[src/eeprom_pkg.sv]
package eeprom_pkg;

    localparam int EE_ADDR_W = 11;
    localparam int EE_DATA_W = 8;
    localparam int EE_BLK_W  = EE_ADDR_W - EE_DATA_W;    // block select bits in the control byte

    typedef logic [EE_ADDR_W-1:0] ee_addr_t;
    typedef logic [EE_DATA_W-1:0] ee_data_t;
    typedef logic [EE_BLK_W-1:0]  ee_blk_t;

    // control byte is {code, block, r/w}
    localparam logic [3:0] EE_DEVICE_CODE = 4'b1010;
    localparam logic       EE_DIR_WRITE   = 1'b0;
    localparam logic       EE_DIR_READ    = 1'b1;

    // index into the bus op list of one transaction
    typedef logic [2:0] ee_step_t;

    // byte write: start, ctrl, addr, data, stop
    localparam ee_step_t EE_WR_LAST = 3'd4;
    // random read: start, ctrl, addr, start, ctrl, read, stop
    localparam ee_step_t EE_RD_LAST = 3'd6;

    // request latched from the host strobes
    typedef struct packed {
        ee_addr_t addr;
        ee_data_t wdata;
        logic     rd;       // 0 = byte write
    } ee_req_t;

endpackage

[src/twi_pkg.sv]
package twi_pkg;

    import eeprom_pkg::*;

    typedef enum logic [1:0] {
        START      = 2'd0,
        STOP       = 2'd1,
        WRITE_BYTE = 2'd2,
        READ_BYTE  = 2'd3
    } twi_op_t;

    typedef struct packed {
        twi_op_t  op;
        ee_data_t data;     // only used by WRITE_BYTE
    } twi_cmd_t;

    // line levels as driven by the master
    typedef struct packed {
        logic scl;
        logic oe;
        logic out;
    } twi_line_t;

    localparam twi_line_t TWI_LINE_IDLE = '{scl: 1'b1, oe: 1'b0, out: 1'b1};

    // CLK cycles per quarter of an SCL period
    localparam int TWI_QUARTER = 1;
    localparam int TWI_QCNT_W  = (TWI_QUARTER > 1) ? $clog2(TWI_QUARTER) : 1;

    typedef logic [TWI_QCNT_W-1:0] twi_qcnt_t;
    typedef logic [1:0]            twi_phase_t;
    typedef logic [3:0]            twi_bit_t;

    localparam twi_qcnt_t  TWI_QCNT_LAST    = twi_qcnt_t'(TWI_QUARTER - 1);
    localparam twi_phase_t TWI_LAST_PHASE   = 2'd3;
    localparam twi_phase_t TWI_SAMPLE_PHASE = 2'd1;     // sample as phase 1 ends, mid high
    localparam twi_bit_t   TWI_LAST_BIT     = 4'd8;     // ninth clock is the ack bit

endpackage
[src/twi_bit_engine.sv]
`timescale 1ns/1ps

module twi_bit_engine import eeprom_pkg::*, twi_pkg::*;
(
    input  logic     CLK,
    input  logic     RESET,
    input  twi_cmd_t cmd,
    input  logic     cmd_start,
    output logic     done,
    output ee_data_t rx_byte,
    output logic     scl,
    output logic     sda_out,
    output logic     sda_oe,
    input  logic     sda_in
);

    typedef enum logic {
        ENG_IDLE,
        ENG_RUN
    } eng_state_t;

    eng_state_t state;
    twi_op_t    op;
    ee_data_t   shreg;      // tx bits out of [7], rx bits into [0]
    twi_qcnt_t  qcnt;
    twi_phase_t phase;
    twi_bit_t   bit_idx;
    twi_line_t  line_q;

    logic       step_end;
    logic       last_phase;
    logic       last_bit;
    twi_phase_t phase_nxt;
    twi_bit_t   bit_nxt;
    ee_data_t   shreg_nxt;

    // line levels for one quarter step of an op
    function automatic twi_line_t line_for(
        twi_op_t    o,
        twi_phase_t ph,
        twi_bit_t   b,
        logic       txb,
        logic       scl_now
    );
        twi_line_t l;
        l.scl = (ph == 2'd1) || (ph == 2'd2);   // low, high, high, low
        l.oe  = 1'b0;
        l.out = 1'b1;
        case (o)
            START:
            begin
                if (ph == 2'd0)
                    l.scl = scl_now;            // release SDA first, clock untouched
                if (ph >= 2'd2)
                begin
                    l.oe  = 1'b1;               // SDA falls with SCL high
                    l.out = 1'b0;
                end
            end
            STOP:
            begin
                l.scl = (ph != 2'd0);
                l.oe  = (ph < 2'd2);            // SDA rises with SCL high
                l.out = ~l.oe;
            end
            WRITE_BYTE:
            begin
                if (b != TWI_LAST_BIT)
                begin
                    l.oe  = 1'b1;
                    l.out = txb;
                end
            end
            default:
            begin
                if (b == TWI_LAST_BIT)
                    l.oe = 1'b1;                // nack, out stays high
            end
        endcase
        return l;
    endfunction

    assign step_end   = (qcnt == TWI_QCNT_LAST);
    assign last_phase = (phase == TWI_LAST_PHASE);
    assign last_bit   = (op == START) || (op == STOP) || (bit_idx == TWI_LAST_BIT);

    always_comb
    begin
        phase_nxt = twi_phase_t'(phase + 1'b1);
        bit_nxt   = last_phase ? twi_bit_t'(bit_idx + 1'b1) : bit_idx;
        shreg_nxt = shreg;
        if (op == WRITE_BYTE && last_phase)
            shreg_nxt = {shreg[6:0], 1'b0};
        if (op == READ_BYTE && phase == TWI_SAMPLE_PHASE && bit_idx != TWI_LAST_BIT)
            shreg_nxt = {shreg[6:0], sda_in};
    end

    always_ff @(posedge CLK)
    begin
        if (RESET)
        begin
            state   <= ENG_IDLE;
            qcnt    <= '0;
            phase   <= '0;
            bit_idx <= '0;
            done    <= 1'b0;
            line_q  <= TWI_LINE_IDLE;
        end
        else
        begin
            done <= 1'b0;
            case (state)
                ENG_IDLE:
                begin
                    if (cmd_start)
                    begin
                        state   <= ENG_RUN;
                        qcnt    <= '0;
                        phase   <= '0;
                        bit_idx <= '0;
                        line_q  <= line_for(cmd.op, 2'd0, 4'd0, cmd.data[7], line_q.scl);
                    end
                end
                default:
                begin
                    if (!step_end)
                        qcnt <= twi_qcnt_t'(qcnt + 1'b1);
                    else if (last_phase && last_bit)
                    begin
                        qcnt  <= '0;
                        state <= ENG_IDLE;
                        done  <= 1'b1;      // lines hold their last level
                    end
                    else
                    begin
                        qcnt    <= '0;
                        phase   <= phase_nxt;
                        bit_idx <= bit_nxt;
                        line_q  <= line_for(op, phase_nxt, bit_nxt, shreg_nxt[7], line_q.scl);
                    end
                end
            endcase
        end
    end

    always_ff @(posedge CLK)
    begin
        if (state == ENG_IDLE && cmd_start)
        begin
            op    <= cmd.op;
            shreg <= cmd.data;
        end
        else if (state == ENG_RUN && step_end)
            shreg <= shreg_nxt;
    end

    assign rx_byte = shreg;
    assign scl     = line_q.scl;
    assign sda_oe  = line_q.oe;
    assign sda_out = line_q.out;

endmodule

[config.mk]
export PLATFORM = sky130hd
export DESIGN_NAME = twi_bit_engine
export DESIGN_NICKNAME = d
export VERILOG_FILES = /design/src/eeprom_pkg.sv /design/src/twi_pkg.sv /design/src/twi_bit_engine.sv
export SDC_FILE = /design/constraint.sdc
export NUM_CORES = 1
export LEC_CHECK = 0
export ABC_AREA = 1
export BUFFER_PORTS_ARGS = -buffer_cell sky130_fd_sc_hd__buf_4
export CORE_MARGIN = 2
export CORE_UTILIZATION = 35
export CTS_CLUSTER_DIAMETER = 50
export CTS_CLUSTER_SIZE = 12
export DETAILED_ROUTE_END_ITERATION = 8
export PLACE_DENSITY_LB_ADDON = 0.12
export RECOVER_POWER = 25
export SLEW_MARGIN = 20
export SYNTH_ARGS = -nofsm -noshare
export SYNTH_HDL_FRONTEND = slang
export SYNTH_SLANG_ARGS = --single-unit
[constraint.sdc]
create_clock -name CLK -period 4.2 [get_ports CLK]
set_input_delay 0.63 -clock CLK [delete_from_list [all_inputs] [get_ports CLK]]
set_output_delay 0.63 -clock CLK [all_outputs]
set_load 0.1 [all_outputs]
---- Word level (Yosys, flattened, before mapping) ----
Index checks and enable logic that the tools add are counted.
storage, ports and cells
  input port bits ......................... 14
  logic and storage cells ................. 90
  register bits after elaboration ......... 22
cells by class
  $add $sub $neg .......................... 3
  reduce and logical (&&, ||, !) cells .... 20
  bitwise gates (word level) .............. 3
  equality and inequality tests ........... 17
  mux-type cells .......................... 34
  order comparisons ....................... 2
operators with widths
  operator                                                                count
  8-bit two-way mux                                                       4
  4-bit two-way mux                                                       5
  2-bit two-way mux                                                       6
  3-bit two-way mux                                                       4
  1-bit two-way mux                                                       11
  2-bit equality test (second input constant)                             5
  2-bit by 1-bit equality test with 1-bit output (second input constant)  4
  4-bit equality test (second input constant)                             2
  4-bit inequality test (second input constant)                           2
  1-bit logical AND                                                       6
  2-bit logical NOT                                                       3
  2-bit inequality test (second input constant)                           3
  1-bit case mux with 3 select lines                                      2
  2-bit nonzero test                                                      3
  5-bit AND reduction                                                     1
  4-bit by 1-bit adder with 4-bit output (second input constant)          1
  2-bit case mux with 2 select lines                                      1
  1-bit logical OR                                                        3
  3-bit inequality test (second input constant)                           1
  1-bit NOT                                                               3
  3-bit AND reduction                                                     1
  3-bit nonzero test                                                      1
  3-bit OR reduction                                                      1
  2-bit by 1-bit adder with 2-bit output (second input constant)          1
  other kinds (5)                                                         5

---- Longest topological paths before layout ----
Gate-level depths: netlist of run 1.
  depth after elaboration ................. 9
  mapped depth ............................ 13
  mapped depth without buffers ............ 13

---- Worst setup path before layout of run 1 ----
Ideal clock, no wire load.
  path type ............................... reg2out
  from .................................... register shreg[7] (netlist: rx_byte[7])
  to ...................................... output rx_byte[7]
  buffers on the path ..................... 0
  path slack .............................. 2.635 ns
  stages on the path, launching flop included .. 1
  data arrival time ....................... 0.935 ns
  cell sequence ........................... edfxtp_1
RTL lines
  element                   RTL line               text
  start: declaration        twi_bit_engine.sv:24   ee_data_t shreg;
  start signal: assignment  twi_bit_engine.sv:151  shreg <= cmd.data;
  start signal: assignment  twi_bit_engine.sv:154  shreg <= shreg_nxt;
  end: declaration          twi_bit_engine.sv:10   output ee_data_t rx_byte,
No word-level cell between the ends.

---- Final worst setup path of run 1 ----
  from .................................... register line_q (netlist bit scl)
  to ...................................... output scl
RTL lines
  element                   RTL line               text
  start: declaration        twi_bit_engine.sv:28   twi_line_t line_q;
  start signal: assignment  twi_bit_engine.sv:121  line_q <= line_for(cmd.op, 2'd0, 4'd0, cmd.data[7], line_q.scl);
  start signal: assignment  twi_bit_engine.sv:139  line_q <= line_for(op, phase_nxt, bit_nxt, shreg_nxt[7], line_q.scl);
  end: declaration          twi_bit_engine.sv:11   output logic scl,
No word-level cell between the ends.

==> results of run 1 <==
kinds of logic after synthesis:
| kind of cell | Yosys count | share of synthesized area (%) |
|---|---|---|
| simple gates | 88 | 33.3 |
| compound gates | 16 | 7.62 |
| flops | 21 | 41.7 |
| fa+ha+maj | 8 | 8.02 |
| buf+inv | 25 | 8.72 |
| xor+xnor | 1 | 0.702 |
metrics by stage:
stage	setup WS (ns)	util (%)	cells	total power, mW	hold slack [ns]
after floorplan	2.64	-	159	0.370	0.469
after global placement	2.14	43.3	226	0.406	0.454
after detailed placement	2.09	43.3	226	0.406	0.462
after CTS	2.38	44.1	230	0.508	0.496
after global routing	1.89	43.3	230	0.523	0.511
final	2.03	43.3	230	0.499	0.489
how the worst max path moves through the flow:
stage | to | slack [ns] | from | cells after the start
3_5_place_dp | rx_byte[5]$_DFFE_PP_ | 2.09 | cmd_start | 5
2_1_floorplan | rx_byte[7] | 2.64 | rx_byte[7]$_DFFE_PP_ | 0
6_report | scl | 2.03 | scl$_SDFFE_PP1P_ | 1
5_1_grt | rx_byte[6]$_DFFE_PP_ | 1.89 | state$_SDFF_PP0_ | 3
4_1_cts | rx_byte[6]$_DFFE_PP_ | 2.38 | state$_SDFF_PP0_ | 3
3_3_place_gp | rx_byte[3]$_DFFE_PP_ | 2.14 | cmd_start | 5
flip-flops by register name, indices dropped and copies added, names as in the netlist:
| name | cells |
|---|---|
| state | 1 |
| sda_out | 1 |
| scl | 1 |
| op | 2 |
| bit_idx | 4 |
| rx_byte | 8 |
| phase | 2 |
| sda_oe | 1 |
| done | 1 |
Yosys cell counts, types with 2 or more instances:
library cell,number
nor2_1,7
inv_1,19
edfxtp_1,10
nand2_1,51
dfxtp_1,11
a21oi_2,2
nand2_2,3
nor2_4,4
nor3_1,2
nand3_1,16
ha_1,8
o21ai_0,3
a21oi_1,9
power groups by stage:
stage	Sequential [mW]	Clock, mW	Combinational, mW
3_3_place_gp	0.247	0	0.159
4_1_cts	0.243	0.106	0.160
5_1_grt	0.244	0.113	0.166
6_report	0.242	0.102	0.155
2_1_floorplan	0.316	0	0.0542
3_5_place_dp	0.247	0	0.159
worst register-to-register path: stages, from the launching register on:
cell and delay [ns]:
dfxtp_1 0.42, nor2_1 0.76, inv_1 0.33, nand2_1 0.35
layer usage:
layer	wire (um)	vias up	global-route usage, %	part of all wire (%)
met2	1200	20	21.3	46
met3	82	4	2.64	3.1
met1	1310	492	20.6	50
li1	-	559	-	-
met5	0	-	0	0
met4	31	0	4.08	1.2
layout make-up:
| type | instances | area [um2] |
|---|---|---|
| clock buffer | 3 | 22.5 |
| clock inverter | 1 | 5.00 |
| fill | 372 | 1920 |
| inverter | 21 | 81.3 |
| multi-input combinational | 113 | 617 |
| sequential | 21 | 520 |
| tap | 46 | 57.6 |
| timing repair buffer | 25 | 165 |
==> run metrics, run 1 <==
area leader, netlist=edfxtp_1; CTS clk-pin slew, worst paths=0.13 ns; Crit Path Class=reg2out; Syn Inst Count=159; FF-to-FF path depth=3; Initial Util=36.8%; DR vias/cell=4.67; Fmax=461 MHz; sequential fraction of the synthesis area=41.7%; Syn Nets=181; most frequent cells in the layout=51 x nand2_1, 19 x inv_1, 19 x buf_4; crit path DAT=1.54 ns; Leakage Power=0.662 nW; setup TNS=0 ns; Clock Path Buffers=2; status=finished clean; crit-path cells=clkbuf_1; CP max stage delay=0.86 ns; clock sinks=21; design area=1470 um2; Pint=0.302 mW; Port Buffer Count=25; hold_sp=sda_out$_SDFFE_PP1P_; CTS root buf=clkbuf_4; Die H=63.7 um; Synth Cell Area=1250 um2; post-synth top area share=24.0%; Final Hold Fails=0; Worst R2R Setup Slack=2.04 ns; number of setup violations in the final report=0; switching part of the total=39.5%; most common cell after layout, fill and taps aside=nand2_1; DP Area=1470 um2; PD cells=340 nW/um2; CTS tree=done; crit path buf inv count=1; Mapped Avg Cell Area=7.85 um2; Comb pwr share=31.0%; Crit. End Element=output pin; vias post-DR=1,075; VDD IR max=0.000214 V; Initial DRC Count=40; die area=4060 um2; n_diodes=0; post-cts resize count=0; net count reported at finish=207; Post-synth EDFFs=10; IO Pins=26; Slew HR=22.8%; total core area=3390 um2; worst slew pin tran=1.16 ns; dpl hpwl=2030 um; hold buffer count at cts=0; drt drc=0; largest net degree at the start of global routing=14; Final period util=51.7%; All-Layer GR Usage=14.1%; Max Cap Violations=0; crit-path leading delay family=buffers and inverters; Area growth, synth to finish=17.6%; Critical Path Fanout Max=2; flops & latches, synth=21; Critical Path Source Type=flop; top cells by area, synth=edfxtp_1 24%, dfxtp_1 18%, nand2_1 15%; R2R Path Start=state$_SDFF_PP0_; ys async rst share=0%; sequential power share=48.5%; htree depth=1; die width=63.7 um; reg2reg end=rx_byte[6]$_DFFE_PP_; Worst-Skew Late Latency=0.31 ns; RSZ-0062 raised after global routing=false; Pins Over Slew Limit=0; Slowest-stage cell, CP=clkbuf_1; layout cells sized above 1=20.7%; Fin Clk Skew=0.00396 ns; Overflow after GRT=0; placement row count=21; first-pass GRT wire length=4510 um; most used flip-flop cell after synthesis=dfxtp_1; vias in the first global route=988; Hold EP=sda_out$_SDFFE_PP1P_; DRT Wirelength=2630 um; clock share of power=20.5%; min-delay worst type=reg2reg; Hold Path Depth=2; Detail Route Antenna Nets=0; Crit path required time=3.57 ns; antenna violations before repair=0; WL/cell=11.4 um; NetSw=0.197 mW; drt first pass iters=4; CTS buffer count=3; Yosys warnings=0; Netlist cell types=27; post-CTS setup buffer count=0; GP Congestion=0.797; Tmin final=2.17 ns
Note: power is estimated with default switching activity, not from simulation.
==> run 2: changes to the inputs <==
Clock period 4.2 ns to 1.83 ns, I/O delays scaled along.
==> run metrics, run 2 (synthesis gave the netlist of run 1 again) <==
status=finished clean; vias post-DR=1,054; Pint=0.699 mW; Fin Clk Skew=0.00393 ns; Slew HR=62.9%; min-delay worst type=in2reg; Hold WS=0.193 ns; most common cell after layout, fill and taps aside=nand2_1; max FFs per register=8; Inst Count DP=228; PD cells=765 nW/um2; Pwr Total=1.14 mW; IO Pins=26; DRT Wirelength=2640 um; CTS clk-pin slew, worst paths=0.12 ns; RSZ-0062 raised after global routing=false; Seq. cell area=520 um2; crit-path cells=inv_1, ha_1, inv_1, nand2_1, nand2_1, nand2_1, nor2_1, nand3_1, nand2_1, nand3_1, nand2_1, a21oi_2; worst slew pin tran=0.554 ns; first-pass GRT wire length=4570 um; CTS tree=done; largest net degree at the start of global routing=13; Overflow after GRT=0; Final period util=89.5%; Die H=63.7 um; NetSw=0.444 mW; die area=4060 um2; WL/cell=11.4 um; Detail Route Antenna Nets=0; Initial Util=36.8%; FILL cells=336; die width=63.7 um; Fmax=610 MHz; CTS root buf=clkbuf_4; Comb pwr share=31.9%; CTS buffer count=3; net count reported at finish=209; VDD IR max=0.000332 V; Final WS setup=0.192 ns; DR vias/cell=4.54; layout cells sized above 1=24.7%; Max Cap Violations=0; Port Buffer Count=25; design area=1490 um2; placement row count=21; drt drc=0; worst slack, placed=0.126 ns; crit path DAT=1.85 ns; clock sinks=21; Critical Path Source Type=flop; Final Hold Fails=0; crit-path leading delay family=simple AND/OR/NAND/NOR gates; GP Congestion=0.838; crit path buf inv count=2; Critical Path Most Common Cell=nand2_1; clock share of power=19.7%; n_diodes=0; All-Layer GR Usage=14.3%; switching part of the total=38.9%; number of setup violations in the final report=0; DP Area=1480 um2; most frequent cells in the layout=50 x nand2_1, 21 x buf_4, 19 x inv_1; final std cells w/o fill=232; vias in the first global route=1,044; drt first pass iters=4; Worst-Skew Late Latency=0.30 ns; Critical Path Fanout Max=4; setup TNS=0 ns; sequential power share=48.4%; Crit Path Class=reg2reg; CP max stage delay=0.42 ns; Pins Over Slew Limit=0; Area growth, synth to finish=19.6%; total core area=3390 um2; Slowest-stage cell, CP=dfxtp_1; Multi-input gate area=622 um2; Clock Path Buffers=2; htree depth=1; Tmin final=1.64 ns; Crit path required time=2.04 ns; Leakage Power=0.681 nW; antenna violations before repair=0; Crit. End Element=flop; dpl hpwl=2050 um; Final Util=44.1%; Initial DRC Count=31
[run 2: changes by cell type in the layout (fill, tap and decap cells not counted), sizes merged]
cell / previous run / this run
buf: 19 / 21
[run 2: power by group through the flow]
stage / clock network [mW] / logic [mW] / registers (mW)
2_1_floorplan: 0 / 0.124 / 0.725
3_3_place_gp: 0 / 0.372 / 0.563
3_5_place_dp: 0 / 0.373 / 0.563
4_1_cts: 0.240 / 0.374 / 0.553
5_1_grt: 0.263 / 0.392 / 0.558
6_report: 0.225 / 0.364 / 0.553
[run 2: area by class of cell]
type | count | share of cell area [%]
Inverter | 21 | 5.44
Timing Repair Buffer | 27 | 12.4
Sequential cell | 21 | 34.8
Tap cell | 46 | 3.85
Multi-Input combinational cell | 113 | 41.6
Clock inverter | 1 | 0.335
Clock buffer | 3 | 1.51
[run 2: layer usage]
layer  share of wire [%]  global-route usage, %  vias up
met5                   0                      0        -
met4                0.80                   6.25        0
met3                 3.4                   2.64        2
met2                  44                   21.6       18
met1                  51                   20.0      469
li1                    -                      -      565
[run 2: worst paths after layout]
check,to,from,slack (ns),cells after the start
max,sda_oe$_SDFFE_PP0P_,bit_idx[0]$_SDFFE_PP0P_,0.19,12
min,sda_oe$_SDFFE_PP0P_,RESET,0.19,2
min reg2reg,scl$_SDFFE_PP1P_,scl$_SDFFE_PP1P_,0.49,2
max reg2reg,sda_oe$_SDFFE_PP0P_,bit_idx[0]$_SDFFE_PP0P_,0.19,12
[run 2: what timing repair did]
action,CTS,global route
hold buffers,0,0
setup buffers,0,0
setup endpoints to repair,0,10
resized for setup,0,2
