`config.mk`:
```
export PLATFORM = sky130hd
export DESIGN_NAME = eeprom_ctrl
export DESIGN_NICKNAME = d
export VERILOG_FILES = /design/src/eeprom_pkg.sv /design/src/twi_pkg.sv /design/src/eeprom_ctrl.sv
export SDC_FILE = /design/constraint.sdc
export NUM_CORES = 1
export LEC_CHECK = 0
export BUFFER_PORTS_ARGS = -buffer_cell sky130_fd_sc_hd__buf_2
export CORE_ASPECT_RATIO = 0.5
export CORE_MARGIN = 2
export CORE_UTILIZATION = 47
export DETAILED_ROUTE_END_ITERATION = 8
export HOLD_SLACK_MARGIN = 0.03
export MAX_ROUTING_LAYER = met4
export PLACE_DENSITY = 0.78
export SETUP_SLACK_MARGIN = 0.15
export SYNTH_ARGS = -nofsm -noshare
export SYNTH_HDL_FRONTEND = slang
export SYNTH_SLANG_ARGS = --single-unit
```
`constraint.sdc`:
```
create_clock -name CLK -period 1.7 [get_ports CLK]
set_input_delay 0.255 -clock CLK [delete_from_list [all_inputs] [get_ports CLK]]
set_output_delay 0.255 -clock CLK [all_outputs]
set_load 0.01 [all_outputs]
```
`src/eeprom_pkg.sv`:
```
package eeprom_pkg;

    localparam int EE_ADDR_W = 11;
    localparam int EE_DATA_W = 8;
    localparam int EE_BLK_W  = EE_ADDR_W - EE_DATA_W;    // block select bits in the control byte

    typedef logic [EE_ADDR_W-1:0] ee_addr_t;
    typedef logic [EE_DATA_W-1:0] ee_data_t;
    typedef logic [EE_BLK_W-1:0]  ee_blk_t;

    // control byte is {code, block, r/w}
    localparam logic [3:0] EE_DEVICE_CODE = 4'b1010;
    localparam logic       EE_DIR_WRITE   = 1'b0;
    localparam logic       EE_DIR_READ    = 1'b1;

    // index into the bus op list of one transaction
    typedef logic [2:0] ee_step_t;

    // byte write: start, ctrl, addr, data, stop
    localparam ee_step_t EE_WR_LAST = 3'd4;
    // random read: start, ctrl, addr, start, ctrl, read, stop
    localparam ee_step_t EE_RD_LAST = 3'd6;

    // request latched from the host strobes
    typedef struct packed {
        ee_addr_t addr;
        ee_data_t wdata;
        logic     rd;       // 0 = byte write
    } ee_req_t;

endpackage

```
`src/twi_pkg.sv`:
```
package twi_pkg;

    import eeprom_pkg::*;

    typedef enum logic [1:0] {
        START      = 2'd0,
        STOP       = 2'd1,
        WRITE_BYTE = 2'd2,
        READ_BYTE  = 2'd3
    } twi_op_t;

    typedef struct packed {
        twi_op_t  op;
        ee_data_t data;     // only used by WRITE_BYTE
    } twi_cmd_t;

    // line levels as driven by the master
    typedef struct packed {
        logic scl;
        logic oe;
        logic out;
    } twi_line_t;

    localparam twi_line_t TWI_LINE_IDLE = '{scl: 1'b1, oe: 1'b0, out: 1'b1};

    // CLK cycles per quarter of an SCL period
    localparam int TWI_QUARTER = 1;
    localparam int TWI_QCNT_W  = (TWI_QUARTER > 1) ? $clog2(TWI_QUARTER) : 1;

    typedef logic [TWI_QCNT_W-1:0] twi_qcnt_t;
    typedef logic [1:0]            twi_phase_t;
    typedef logic [3:0]            twi_bit_t;

    localparam twi_qcnt_t  TWI_QCNT_LAST    = twi_qcnt_t'(TWI_QUARTER - 1);
    localparam twi_phase_t TWI_LAST_PHASE   = 2'd3;
    localparam twi_phase_t TWI_SAMPLE_PHASE = 2'd1;     // sample as phase 1 ends, mid high
    localparam twi_bit_t   TWI_LAST_BIT     = 4'd8;     // ninth clock is the ack bit

endpackage
```
`src/eeprom_ctrl.sv`:
```
`timescale 1ns/1ps

module eeprom_ctrl import eeprom_pkg::*, twi_pkg::*;
(
    input  logic     CLK,
    input  logic     RESET,
    input  logic     wr,
    input  logic     rd,
    input  ee_addr_t addr,
    input  ee_data_t wdata,
    output ee_data_t rdata,
    output logic     ack,
    output twi_cmd_t cmd,
    output logic     cmd_start,
    input  logic     done,
    input  ee_data_t rx_byte
);

    typedef enum logic [1:0] {
        S_IDLE,
        S_BUSY,
        S_ACK
    } ctrl_state_t;

    ctrl_state_t state;
    ee_req_t     req;
    ee_req_t     host_req;
    ee_step_t    step;
    ee_step_t    last_step;
    ee_data_t    rx_hold;

    logic start_req;
    logic step_done;
    logic seq_end;

    function automatic ee_data_t ctrl_byte(ee_req_t r, logic dir);
        ee_blk_t blk;
        blk = r.addr[EE_ADDR_W-1:EE_DATA_W];
        return {EE_DEVICE_CODE, blk, dir};
    endfunction

    // bus op for one step of the transaction
    function automatic twi_cmd_t cmd_for(ee_req_t r, ee_step_t s);
        twi_cmd_t c;
        c.op   = STOP;
        c.data = '0;
        case (s)
            3'd0:
                c.op = START;
            3'd1:
            begin
                c.op   = WRITE_BYTE;
                c.data = ctrl_byte(r, EE_DIR_WRITE);   // dummy write on reads too
            end
            3'd2:
            begin
                c.op   = WRITE_BYTE;
                c.data = r.addr[EE_DATA_W-1:0];
            end
            3'd3:
            begin
                if (r.rd)
                    c.op = START;                      // repeated start
                else
                begin
                    c.op   = WRITE_BYTE;
                    c.data = r.wdata;
                end
            end
            3'd4:
            begin
                if (r.rd)
                begin
                    c.op   = WRITE_BYTE;
                    c.data = ctrl_byte(r, EE_DIR_READ);
                end
            end
            3'd5:
            begin
                if (r.rd)
                    c.op = READ_BYTE;
            end
            default:
                c.op = STOP;
        endcase
        return c;
    endfunction

    assign host_req  = '{addr: addr, wdata: wdata, rd: ~wr};   // wr wins
    assign last_step = req.rd ? EE_RD_LAST : EE_WR_LAST;

    assign start_req = (state == S_IDLE) && (wr || rd);
    assign step_done = (state == S_BUSY) && done;
    assign seq_end   = step_done && (step == last_step);

    always_ff @(posedge CLK)
    begin
        if (RESET)
        begin
            state     <= S_IDLE;
            step      <= '0;
            cmd_start <= 1'b0;
            ack       <= 1'b0;
            rdata     <= '0;
        end
        else
        begin
            cmd_start <= 1'b0;
            ack       <= 1'b0;
            case (state)
                S_IDLE:
                begin
                    if (start_req)
                    begin
                        step      <= '0;
                        cmd_start <= 1'b1;
                        state     <= S_BUSY;
                    end
                end
                S_BUSY:
                begin
                    if (seq_end)
                    begin
                        ack   <= 1'b1;
                        state <= S_ACK;
                        if (req.rd)
                            rdata <= rx_hold;
                    end
                    else if (step_done)
                    begin
                        step      <= ee_step_t'(step + 1'b1);
                        cmd_start <= 1'b1;
                    end
                end
                default:
                    state <= S_IDLE;    // ack cycle
            endcase
        end
    end

    always_ff @(posedge CLK)
    begin
        if (start_req)
        begin
            req <= host_req;
            cmd <= cmd_for(host_req, 3'd0);
        end
        else if (step_done && !seq_end)
            cmd <= cmd_for(req, ee_step_t'(step + 1'b1));
        if (step_done && cmd.op == READ_BYTE)
            rx_hold <= rx_byte;
    end

endmodule

```
After elaboration in Yosys (flattened, before gate mapping)
Cells that the tools add are included.
{"block": "word_totals", "romBits": 0, "latchBits": 0, "mem_bits_rw": 0, "n_memories": 0, "register_bits": 53, "inputBits": 32, "word_cells": 60}
{"block": "classes", "shifts": 0, "muxes": 19, "n_lt_le_gt_ge": 0, "n_reduce_logical": 15, "add_sub_neg": 1, "mul": 0, "div": 0, "bitwise_logic": 2, "n_eq_ne": 12}
{"cell": "$pmux W8 S4", "count": 1}
{"cell": "$mux W10", "count": 1}
{"cell": "$mux W2", "count": 5}
{"cell": "$pmux W2 S5", "count": 1}
{"cell": "$mux W3", "count": 3}
{"cell": "$mux W8", "count": 1}
{"cell": "$ne A2 B2 Y1 const B", "count": 4}
{"cell": "$eq A3 B2 Y1 const B", "count": 2}
{"cell": "$eq A3 B3 Y1 const B", "count": 2}
{"cell": "$pmux W3 S2", "count": 1}
{"cell": "$logic_and A1 B1 Y1", "count": 5}
{"cell": "$mux W1", "count": 4}
{"cell": "$pmux W2 S2", "count": 1}
{"cell": "$reduce_and A4 Y1", "count": 1}
{"cell": "$reduce_or A2 Y1", "count": 2}
{"cell": "$add A3 B1 Y3 const B", "count": 1}
{"cell": "$eq A3 B1 Y1 const B", "count": 1}
{"cell": "$eq A3 B3 Y1", "count": 1}
{"cell": "$logic_not A3 Y1", "count": 1}
{"cell": "$reduce_and A3 Y1", "count": 1}
{"cell": "$eq A2 B1 Y1 const B", "count": 1}
{"cell": "$eq A2 B2 Y1 const B", "count": 1}
{"cell": "$logic_not A2 Y1", "count": 1}
{"cell": "$not A1 Y1", "count": 2}
{"cell": "other kinds (5)", "count": 5}

Longest topological paths before layout
Gate-level depths: netlist (run 1).
{"block": "depth", "word_depth": 5, "depth_mapped": 6}

Least setup slack after synthesis (run 1)
OpenSTA, ideal clock, no wires.
{"block": "synth_timing", "kind": "reg-to-reg", "from": "reg step[1]", "to": "reg cmd[8] (netlist bit)", "slack_ns": 0.010, "setup_ns": 0.074, "arrival_time_ns": 1.616, "stages_incl_launch_ff": 7, "n_path_buf": 1, "t_required_ns": 1.626, "cell_sequence": "dfxtp_1 > ha_1 > buf_6 > mux2_4 > or3_1 > a21o_1 > a31oi_2"}
{"block": "synth_via", "elab_chain_cells": 4, "word_cells_on_any_way": 13}
{"item": "from (decl)", "line_no": "eeprom_ctrl.sv:28", "rtl": "ee_step_t step;"}
{"item": "from (signal assigned)", "line_no": "eeprom_ctrl.sv:131", "rtl": "step <= ee_step_t'(step + 1'b1);"}
{"item": "$add A3 B1 Y3 or $eq A3 B3 Y1 (tied branches)", "line_no": "eeprom_ctrl.sv:149, eeprom_ctrl.sv:94"}
{"item": "$eq A3 B2 Y1 (tied with other cells)", "line_no": "eeprom_ctrl.sv:47", "rtl": "case (s)"}
{"item": "$reduce_or A2 Y1 (no source line) or $logic_not A1 Y1 (tied branches)"}
{"item": "$pmux W2 S5 or $logic_and A1 B1 Y1 (tied branches)", "line_no": "eeprom_ctrl.sv:47, eeprom_ctrl.sv:148"}
{"item": "to (signal assigned)", "line_no": "eeprom_ctrl.sv:146", "rtl": "cmd <= cmd_for(host_req, 3'd0);"}
{"item": "to (signal assigned)", "line_no": "eeprom_ctrl.sv:149", "rtl": "cmd <= cmd_for(req, ee_step_t'(step + 1'b1));"}
{"item": "to (decl)", "line_no": "eeprom_ctrl.sv:13", "rtl": "output twi_cmd_t cmd,"}
Several ways; a longest one is shown, not always the timed one.
A chain may end at the register's enable or synchronous reset.

Final worst setup path (run 1)
Same ends and word-level chain as after synthesis.

==> flow_summary_export.csv, run 1 <==
group,metric,value,unit
power_and_ir_drop,power.internal,1970,uW
power_and_ir_drop,pwr-share-comb,0.091,
power_and_ir_drop,p_total,2550,uW
route,viasPerCell,5.25,
timing,rsz0062_at_grt,"true",
global_route,grt_max_degree,18,
floorplan,fp.dieH,51.1,um
power_and_ir_drop,pwr-share-clk,0.341,
logic_synthesis,ys_ff_latch,53,
logic_synthesis,synth_compound_area_frac,0.126,
logic_synthesis,ys_types,39,
finish,mostFrequentLayoutCell,"buf_2",
timing,setup_ws,0.107,ns
timing,min_period,1.59,ns
logic_synthesis,yosysTopAreaCellShare,0.404,
worst_setup_path,crit_required,1.94,ns
worst_setup_path,cp-start-kind,"flop",
logic_synthesis,synth_fa_ha_area_frac,0.0301,
finish,drive_gt1_frac,0.425,
timing,setup-tns-final,0,ns
placed_design,portBuffers,51,
timing,hold_viol,0,
power_and_ir_drop,p_seq_frac,0.568,
global_route,grt_pass1_wl,6730,um
timing,worst_pin_slew,0.351,ns
logic_synthesis,synth_cells,153,
worst_setup_path,cp_slowest_cell,"dfxtp_4",
timing,fmax,628,MHz
route,dr.pass1.iters,4,
worst_setup_path,crit_path_cell_trace,"inv_2 > ha_4 > mux2_4 > or3_1 > a21o_1 > a31oi_2",
logic_synthesis,netlist.top_cell.by_area,"edfxtp_1",
floorplan,chipWidth,98.1,um
worst_setup_path,arrival,1.83,ns
worst_setup_path,crit_path_max_incr_delay,0.40,ns
power_and_ir_drop,p_switching,583,uW
route,remaining_drc_errors,0,
placed_design,dp_worst_setup_slack,0.0232,ns
worst_setup_path,worstPathBufferInverterCount,1,
global_route,overflow,0,
power_and_ir_drop,power_leakage,0.00112,uW
logic_synthesis,yosys_warnings,0,
logic_synthesis,synth-seq-area-share,0.645,
finish,layout_common_cells,"51 x buf_2, 28 x edfxtp_1, 22 x dfxtp_1",
power_and_ir_drop,peakVddDrop,0.568,mV
worst_setup_path,critical_path_class,"flop to flop",
power_and_ir_drop,swShare,0.228,
cts,clk_latency,0.31,ns
timing,fin_skew,0.0106,ns
finish,fin_nets,257,
finish,final_area,2670,um^2
placed_design,placed_area,2460,um^2
placed_design,hpwlAfterDp,2750,um
timing,finalHoldWorstSlack,0.108,ns
route,drt-initial-drc-count,105,
logic_synthesis,synth_simple_gate_area_share,0.101,
floorplan,core-area,4320,um^2
timing,max-slew-margin-rel,0.766,
finish,syn_to_final_growth,28.2,%
logic_synthesis,syn_avg_cell_area,13.6,um^2
logic_synthesis,synth_nets,190,
route,ant_nets,0,
logic_synthesis,synth_xor_area_frac,0.0174,
run,timing.max_cap.violations,0,
global_route,antenna_found_initial,0,
cts,htree_num_levels,2,
timing,drv_slew,0,
power_and_ir_drop,powerDensity,956,nW/um^2
cts,path_clk_slew,0.10,ns
timing,setup_viol,0,
cts,root_buffer,"clkbuf_8",
cts,cts_tree,"built",
route,post_drt_wl_per_cell,14.4,um
global_route,grt_pass1_vias,1442,
logic_synthesis,synthesis.area,2080,um^2
cts,numCtsBuffers,5,
cts,cts_sinks,53,
outcome,status,"finished clean",
placed_design,gp_congestion,0.925,
logic_synthesis,synthTopCellsByArea,"edfxtp_1 40%, dfxtp_1 24%, mux2i_1 4.8%",
cts,holdBufCountCts,0,
route,dr_total_vias,1459,
finish,fillers,344,
finish,antenna_cells,0,
cts,clockBufferDepth,2,
worst_setup_path,critPathMaxFanout,5,
route,wirelength,4020,um
floorplan,ioPinCount,52,
floorplan,start_util,0.482,
timing,finalCritPeriodShare,0.937,
logic_synthesis,synth_top_family_by_area,"compound AO/OA/AOI/OAI gates",
floorplan,die_area,5010,um^2
hold_path,holdCritPathClass,"input port to flop",
worst_setup_path,critPathCaptureType,"flop",
floorplan,rows,17,
worst_setup_path,crit_family,"flip-flops",
logic_synthesis,synthMuxAreaShare,0.0553,
global_route,gr-usage-all-layers,0.180,
## power by group through the flow
stage               combinational, uW  sequential [uW]  clock [uW]
detailed placement                214             1480           0
global route                      259             1460         939
finish                            233             1450         869
CTS                               227             1450         887
floorplan                        93.8             1480           0
global placement                  209             1480           0
## cell families (layout without fill, tap and decap cells)
family,count (synthesis),after routing
AO/OA/AOI/OAI,33,33
buffers and inverters,10,78
adder cells (fa/ha/maj),5,5
multiplexers,11,11
XOR/XNOR,2,2
AND/OR/NAND/NOR,39,39
flip-flops,53,53
## worst paths after layout
path / startpoint / end / slack, ns / depth (start not counted)
worst min register to register: cmd[7] / cmd[7] / 0.47 / 1
worst min-delay path: wdata[5] / req[6] / 0.11 / 1
worst max-delay path: step[1] / cmd[8] / 0.11 / 6
worst max register to register: step[1] / cmd[8] / 0.11 / 6
## registers in the layout, summed over array words and instances, names as in the netlist
register and count:
req 20, cmd 10, rdata 8, rx_hold 8
step 3, state 2, ack 1, cmd_start 1
## cell usage after synthesis
master     number
a22oi_1         2
a221oi_1        3
a21oi_1         3
xnor2_1         1
inv_1           6
a31oi_2         1
mux2_4          1
nand4b_1        1
mux2i_1        10
o211ai_1        2
a21oi_4         1
and2b_1         1
buf_1           1
ha_1            5
clkbuf_1        1
nor2_1         14
buf_6           2
nor2_2          1
o41ai_1         1
nor2b_1         2
o21ai_1         1
a222oi_1        3
dfxtp_1        25
nor4bb_1        1
nand3b_1        3
and3_1          1
nor3_1          1
o311ai_0        1
nand2b_1        2
a21o_1          2
edfxtp_1       28
nand2_1         5
or3_1           1
o21ai_0         5
o2bb2ai_1       8
nand4_2         1
xor2_4          1
nand3_1         4
and3b_1         1
## cell type report
cell class,instances,area [um^2],area share
Clock buffer,5,68.8,0.0258
Clock inverter,3,46.3,0.0174
Inverter,6,22.5,0.00844
Multi-Input combinational cell,90,756,0.283
Sequential cell,53,1350,0.506
Tap cell,57,71.3,0.0267
Timing Repair Buffer,64,353,0.132
## repair_timing
| item | CTS | global route |
|---|---|---|
| setup endpoints to repair | 18 | 26 |
| gates resized for setup | 12 | 6 |
| buffers inserted | 4 | 1 |
| pin swaps | 4 | 4 |
## through the flow
stage | instances | util
floorplan | 153 | -
global placement | 265 | 0.569
detailed placement | 265 | 0.569
CTS | 277 | 0.613
global route | 278 | 0.618
finish | 278 | 0.618
## worst reg2reg max path, stage by stage, from the launching register on
cell,delay (ns)
dfxtp_4,0.40
inv_2,0.08
ha_4,0.18
mux2_4,0.25
or3_1,0.31
a21o_1,0.17
a31oi_2,0.14
## metal layers
metal  track usage  wire, um  up-vias
met1         0.225      1900      699
met5             -         0        -
met4        0.0602        55        0
met2         0.296      1850       42
li1              -         -      711
met3        0.0410       205        7
Power figures use the tool's default switching activity.
==> run 2: changes to the inputs <==
ABC_AREA = 1   (was not set)
CORE_UTILIZATION = 48   (was 47)
==> run 2 against run 1 <==
Effect of this change:
- combinational power rose by 95%
- worst hold slack improved by 0.011 ns
- maximum frequency rose by 5.6%
- critical path type unchanged
==> flow_summary_export.csv, run 2 <==
group,metric,value,unit
outcome,status,"finished clean",
finish,layout_common_cells,"77 x nand2_1, 51 x buf_2, 32 x nor2_1",
floorplan,chipWidth,102,um
placed_design,gp_congestion,0.921,
finish,fin_cells,382,
route,wirelength,4750,um
placed_design,dp.cells,370,
logic_synthesis,syn_avg_cell_area,9.10,um^2
timing,min_period,1.51,ns
floorplan,core-area,4510,um^2
worst_setup_path,crit_required,1.71,ns
power_and_ir_drop,peakVddDrop,0.540,mV
global_route,gr-usage-all-layers,0.184,
worst_setup_path,critPathMaxFanout,16,
logic_synthesis,synthTopCellsByArea,"edfxtp_1 36%, dfxtp_1 22%, nand2_1 13%",
placed_design,placed_area,2650,um^2
worst_setup_path,cp-start-kind,"flop",
power_and_ir_drop,powerDensity,1010,nW/um^2
logic_synthesis,async_flop_share,0,
logic_synthesis,synth_most_common_cell,"nand2_1",
finish,reg.largest.list,"req x20, cmd x10",
route,post_drt_wl_per_cell,12.4,um
floorplan,rows,17,
placed_design,hpwlAfterDp,3370,um
finish,regMostFlops,"req",
global_route,grt_max_degree,19,
global_route,grt_pass1_wl,7200,um
worst_setup_path,critPathCaptureType,"flop",
power_and_ir_drop,power.internal,2130,uW
route,ant_nets,0,
logic_synthesis,ys_ff_latch,53,
timing,hold_viol,0,
logic_synthesis,ys_types,27,
logic_synthesis,synth-seq-area-share,0.580,
power_and_ir_drop,pwr-share-clk,0.322,
logic_synthesis,synthesis.area,2310,um^2
floorplan,ioPinCount,52,
logic_synthesis,synth_commonest_cells,"79 x nand2_1, 32 x nor2_1, 28 x edfxtp_1, 28 x inv_1, 25 x dfxtp_1",
finish,fin_nets,352,
logic_synthesis,synth_nets,291,
finish,fin_util,0.630,
cts,cts_tree,"built",
power_and_ir_drop,p_switching,731,uW
route,drt-initial-drc-count,96,
logic_synthesis,synth_cells,254,
finish,syn_to_final_growth,22.9,%
run,timing.max_cap.violations,0,
worst_setup_path,cp_slowest_cell,"nor3_4",
logic_synthesis,netlist.top_cell.by_area,"edfxtp_1",
timing,fmax,663,MHz
timing,fin_skew,0.00342,ns
global_route,grt_pass1_vias,1636,
timing,worst_pin_slew,0.564,ns
logic_synthesis,synth_edf_count,28,
cts,root_buffer,"clkbuf_8",
power_and_ir_drop,power_leakage,0.00142,uW
logic_synthesis,yosys_warnings,0,
cts,clk_latency,0.30,ns
cts,htree_num_levels,2,
finish,largest_reg_flops,20,
route,dr.pass1.iters,4,
worst_setup_path,r2r_cells,2,
route,remaining_drc_errors,0,
finish,mostFrequentLayoutCell,"nand2_1",
route,viasPerCell,4.84,
cts,holdBufCountCts,0,
timing,max-slew-margin-rel,0.622,
floorplan,fp.dieH,53.1,um
power_and_ir_drop,pwr-share-comb,0.159,
logic_synthesis,dominantRegCellSynth,"edfxtp_1",
finish,antenna_cells,0,
floorplan,start_util,0.512,
placed_design,portBuffers,51,
global_route,antenna_found_initial,0,
global_route,overflow,0,
timing,rsz0062_at_grt,"false",
timing,finalCritPeriodShare,0.887,
floorplan,die_area,5420,um^2
finish,final_area,2840,um^2
timing,setup_viol,0,
worst_setup_path,arrival,1.51,ns
route,dr_total_vias,1848,
finish,fillers,380,
logic_synthesis,yosysTopAreaCellShare,0.364,
hold_path,holdCritPathClass,"input port to flop",
cts,path_clk_slew,0.09,ns
worst_setup_path,crit_path_max_incr_delay,0.52,ns
power_and_ir_drop,swShare,0.255,
power_and_ir_drop,p_seq_frac,0.519,
hold_path,hold_depth,1,
cts,numCtsBuffers,5,
cts,cts_sinks,53,
cts,clockBufferDepth,2,
finish,drive_gt1_frac,0.282,
worst_setup_path,critical_path_class,"flop to flop",
timing,setup-tns-final,0,ns
worst_setup_path,crit_path_cell_trace,"nor3_4 > buf_4",
timing,drv_slew,0,
[run 2: changes by cell type in the layout (fill, tap and decap cells not counted), moves of 6 or more]
| cell | previous run | this run |
|---|---|---|
| buf_4 | 13 | 7 |
| inv_1 | 4 | 27 |
| mux2i_1 | 9 | 0 |
| nand2_1 | 4 | 77 |
| nand3_1 | 4 | 21 |
| nor2_1 | 12 | 32 |
| o2bb2ai_1 | 8 | 0 |
[run 2: worst paths after layout]
kind / end / slack (ns) / start
setup / recovery: req[9] / 0.19 / state[0]
hold reg to reg: cmd[5] / 0.45 / cmd[5]
hold / removal: req[3] / 0.12 / wdata[2]
setup reg to reg: req[9] / 0.19 / state[0]
[run 2: critical path: cells and delay by family, from the launching register on]
family / cells / cell delay [ns]
and+or+nand+nor: 1 / 0.52
DFF: 1 / 0.35
buffers and inverters: 1 / 0.34
[run 2: area by class of cell]
cell class,count,area (um^2),share of cell area
inverter,30,115,0.0405
timing repair buffer,58,308,0.108
clock buffer,6,93.8,0.0330
clock inverter,2,35.0,0.0123
multi-input combinational,167,861,0.303
sequential,53,1350,0.474
tap,66,82.6,0.0291
[run 2: what timing repair did]
action	CTS	global route
endpoints found under the setup margin	3	11
pin swaps	0	2
gates cloned	0	2
resized for setup	2	8
hold endpoints to repair	0	0
setup buffers	0	2
[run 2: cell families after synthesis]
kind of cell | Yosys count | share of synthesized area
AO/OA/AOI/OAI | 10 | 0.0238
adder cells (fa/ha/maj) | 5 | 0.0271
buffers and inverters | 36 | 0.0644
flip-flops | 53 | 0.580
AND/OR/NAND/NOR | 150 | 0.304
[run 2: layer usage]
layer	routed length, um	up-vias	track usage
met5	0	-	-
met2	2230	74	0.300
met3	315	8	0.0410
li1	-	930	-
met1	2130	836	0.227
met4	73	0	0.0733
[run 2: power groups by stage]
stage / clock (uW) / sequential [uW] / combinational, uW
3_3_place_gp: 0 / 1510 / 401
4_1_cts: 940 / 1480 / 423
3_5_place_dp: 0 / 1510 / 418
2_1_floorplan: 0 / 1520 / 260
5_1_grt: 987 / 1500 / 497
6_report: 923 / 1490 / 454
[run 2: through the flow]
| stage | total power [uW] | hold slack, ns | worst slack [ns] |
|---|---|---|---|
| after floorplan | 1780 | 0.324 | 0.171 |
| after global placement | 1910 | 0.431 | 0.215 |
| after detailed placement | 1930 | 0.433 | 0.126 |
| after CTS | 2850 | 0.114 | 0.191 |
| after global routing | 2980 | 0.109 | 0.146 |
| final | 2860 | 0.119 | 0.192 |
==> run 3: changes to the inputs <==
--- a/config.mk
+++ b/config.mk
@@ -6,9 +6,8 @@
 export NUM_CORES = 1
 export LEC_CHECK = 0
-export ABC_AREA = 1
 export BUFFER_PORTS_ARGS = -buffer_cell sky130_fd_sc_hd__buf_2
 export CORE_ASPECT_RATIO = 0.5
 export CORE_MARGIN = 2
-export CORE_UTILIZATION = 48
+export CORE_UTILIZATION = 47
 export DETAILED_ROUTE_END_ITERATION = 8
 export HOLD_SLACK_MARGIN = 0.03
==> constraint.sdc (replaced) <==
create_clock -name CLK -period 1.7 [get_ports CLK]
set_input_delay 0.34 -clock CLK [delete_from_list [all_inputs] [get_ports CLK]]
set_output_delay 0.34 -clock CLK [all_outputs]
set_load 0.01 [all_outputs]
==> run 3 against run 2 <==
Effect of this change:
- worst setup slack got worse by 0.15 ns
- clock power decreased by 9.2%
- clock skew increased by 0.0035 ns
- sequential cell count unchanged
- sequential share of layout area increased by 3.5 points
- cell count decreased by 27%
- non-clock buffer count increased by 7
==> flow_summary_export.csv, run 3 (synthesis gave the netlist of run 1 again) <==
group,metric,value,unit
outcome,status,"finished clean",
worst_setup_path,crit_path_max_incr_delay,0.40,ns
cts,cts_sinks,53,
worst_setup_path,critical_path_class,"flop to flop",
power_and_ir_drop,pwr-share-clk,0.333,
timing,setup-tns-final,0,ns
floorplan,core-area,4320,um^2
worst_setup_path,critPathCaptureType,"flop",
cts,htree_num_levels,2,
power_and_ir_drop,p_switching,559,uW
global_route,grt_pass1_vias,1417,
power_and_ir_drop,pwr-share-comb,0.091,
cts,clockBufferDepth,2,
cts,path_clk_slew,0.10,ns
timing,max-slew-margin-rel,0.747,
floorplan,chipWidth,98.1,um
floorplan,start_util,0.482,
hold_path,holdCritPathClass,"input port to flop",
finish,regMostFlops,"req",
worst_setup_path,arrival,1.84,ns
power_and_ir_drop,peakVddDrop,0.519,mV
finish,antenna_cells,0,
route,ant_nets,0,
finish,fin_nets,258,
global_route,gr-usage-all-layers,0.176,
worst_setup_path,crit_path_cell_trace,"ha_4 > xor2_4 > mux2i_4 > a222oi_1 > o2bb2ai_1",
timing,drv_slew,0,
global_route,grt_pass1_wl,6530,um
floorplan,ioPinCount,52,
finish,syn_to_final_growth,27.5,%
power_and_ir_drop,power.internal,1960,uW
route,dr_total_vias,1468,
run,timing.max_cap.violations,0,
timing,worst_pin_slew,0.375,ns
worst_setup_path,cp-start-kind,"flop",
power_and_ir_drop,powerDensity,948,nW/um^2
cts,clk_latency,0.30,ns
timing,hold_viol,0,
worst_setup_path,crit_required,1.88,ns
placed_design,dp.cells,266,
route,dr.pass1.iters,5,
finish,reg.largest.list,"req x20, cmd x10",
worst_setup_path,critPathMaxFanout,6,
finish,layout_common_cells,"51 x buf_2, 28 x edfxtp_1, 22 x dfxtp_1",
route,viasPerCell,5.26,
power_and_ir_drop,swShare,0.222,
route,post_drt_wl_per_cell,14.5,um
power_and_ir_drop,power_leakage,0.00112,uW
timing,fin_skew,0.00689,ns
cts,root_buffer,"clkbuf_8",
timing,min_period,1.65,ns
finish,mostFrequentLayoutCell,"buf_2",
cts,numCtsBuffers,5,
route,remaining_drc_errors,0,
cts,cts_tree,"built",
finish,largest_reg_flops,20,
floorplan,fp.dieH,51.1,um
route,drt-initial-drc-count,79,
timing,fmax,605,MHz
timing,finalCritPeriodShare,0.973,
cts,holdBufCountCts,0,
timing,setup_viol,0,
floorplan,die_area,5010,um^2
floorplan,rows,17,
global_route,grt_max_degree,17,
placed_design,portBuffers,51,
timing,rsz0062_at_grt,"true",
power_and_ir_drop,p_seq_frac,0.576,
worst_setup_path,cp_slowest_cell,"dfxtp_4",
route,wirelength,4060,um
global_route,overflow,0,
finish,drive_gt1_frac,0.410,
worst_setup_path,rrSetupSlack,0.05,ns
finish,fin_cells,279,
placed_design,hpwlAfterDp,2830,um
placed_design,gp_congestion,0.886,
global_route,antenna_found_initial,0,
[run 3: worst paths after layout]
check	startpoint	endpoint	cells after the start
worst max register to register	step[0]	cmd[3]	5
worst min register to register	cmd[7]	cmd[7]	1
worst min-delay path	addr[9]	req[18]	1
worst max-delay path	step[0]	cmd[3]	5
[run 3: area by class of cell]
class,count,area [um^2]
multi-input cells,90,739
flip-flops and latches,53,1350
well taps,57,71.3
clock buffers,5,68.8
repair buffers,65,360
inverters,6,22.5
clock inverters,3,41.3
fillers,352,1660
[run 3: worst max-delay path, delay by kind of cell (launching register included)]
kind | cells | cell delay (ns)
DFF | 1 | 0.40
muxes | 1 | 0.12
xor gates and xnor gates | 1 | 0.28
AOI/OAI and AO/OA | 2 | 0.53
adders and majority gates | 1 | 0.20
[run 3: repair_timing]
| item | CTS | global route |
|---|---|---|
| buffers inserted | 4 | 1 |
| setup endpoints to repair | 12 | 20 |
| resized for setup | 8 | 6 |
| hold endpoints to repair | 0 | 0 |
| pin swaps | 4 | 4 |
| gates cloned | 0 | 0 |
[run 3: per-layer routing]
layer	global-route usage	wire, um	part of all wire	up-vias
met5	-	0	0	-
met4	0.0694	70	0.017	0
met3	0.0438	201	0.050	9
met2	0.285	1940	0.48	45
met1	0.217	1840	0.45	707
li1	-	-	-	707
[run 3: per-stage QoR]
step / setup slack (ns) / instance area (um^2) / hold WS [ns] / utilization / power (uW)
global route: -0.0373 / 2650 / 0.185 / 0.615 / 2620
detailed placement: -0.0443 / 2460 / 0.442 / 0.571 / 1700
global placement: 0.0909 / 2460 / 0.445 / 0.571 / 1690
CTS: 0.0838 / 2630 / 0.194 / 0.609 / 2530
floorplan: 0.119 / 2100 / 0.399 / - / 1580
finish: 0.0461 / 2650 / 0.202 / 0.615 / 2520
[run 3: power groups by stage]
stage / Sequential, uW / Combinational [uW] / Clock, uW
after global placement: 1480 / 209 / 0
after floorplan: 1480 / 93.8 / 0
after global routing: 1460 / 250 / 917
final: 1450 / 228 / 838
after CTS: 1450 / 224 / 853
after detailed placement: 1480 / 216 / 0
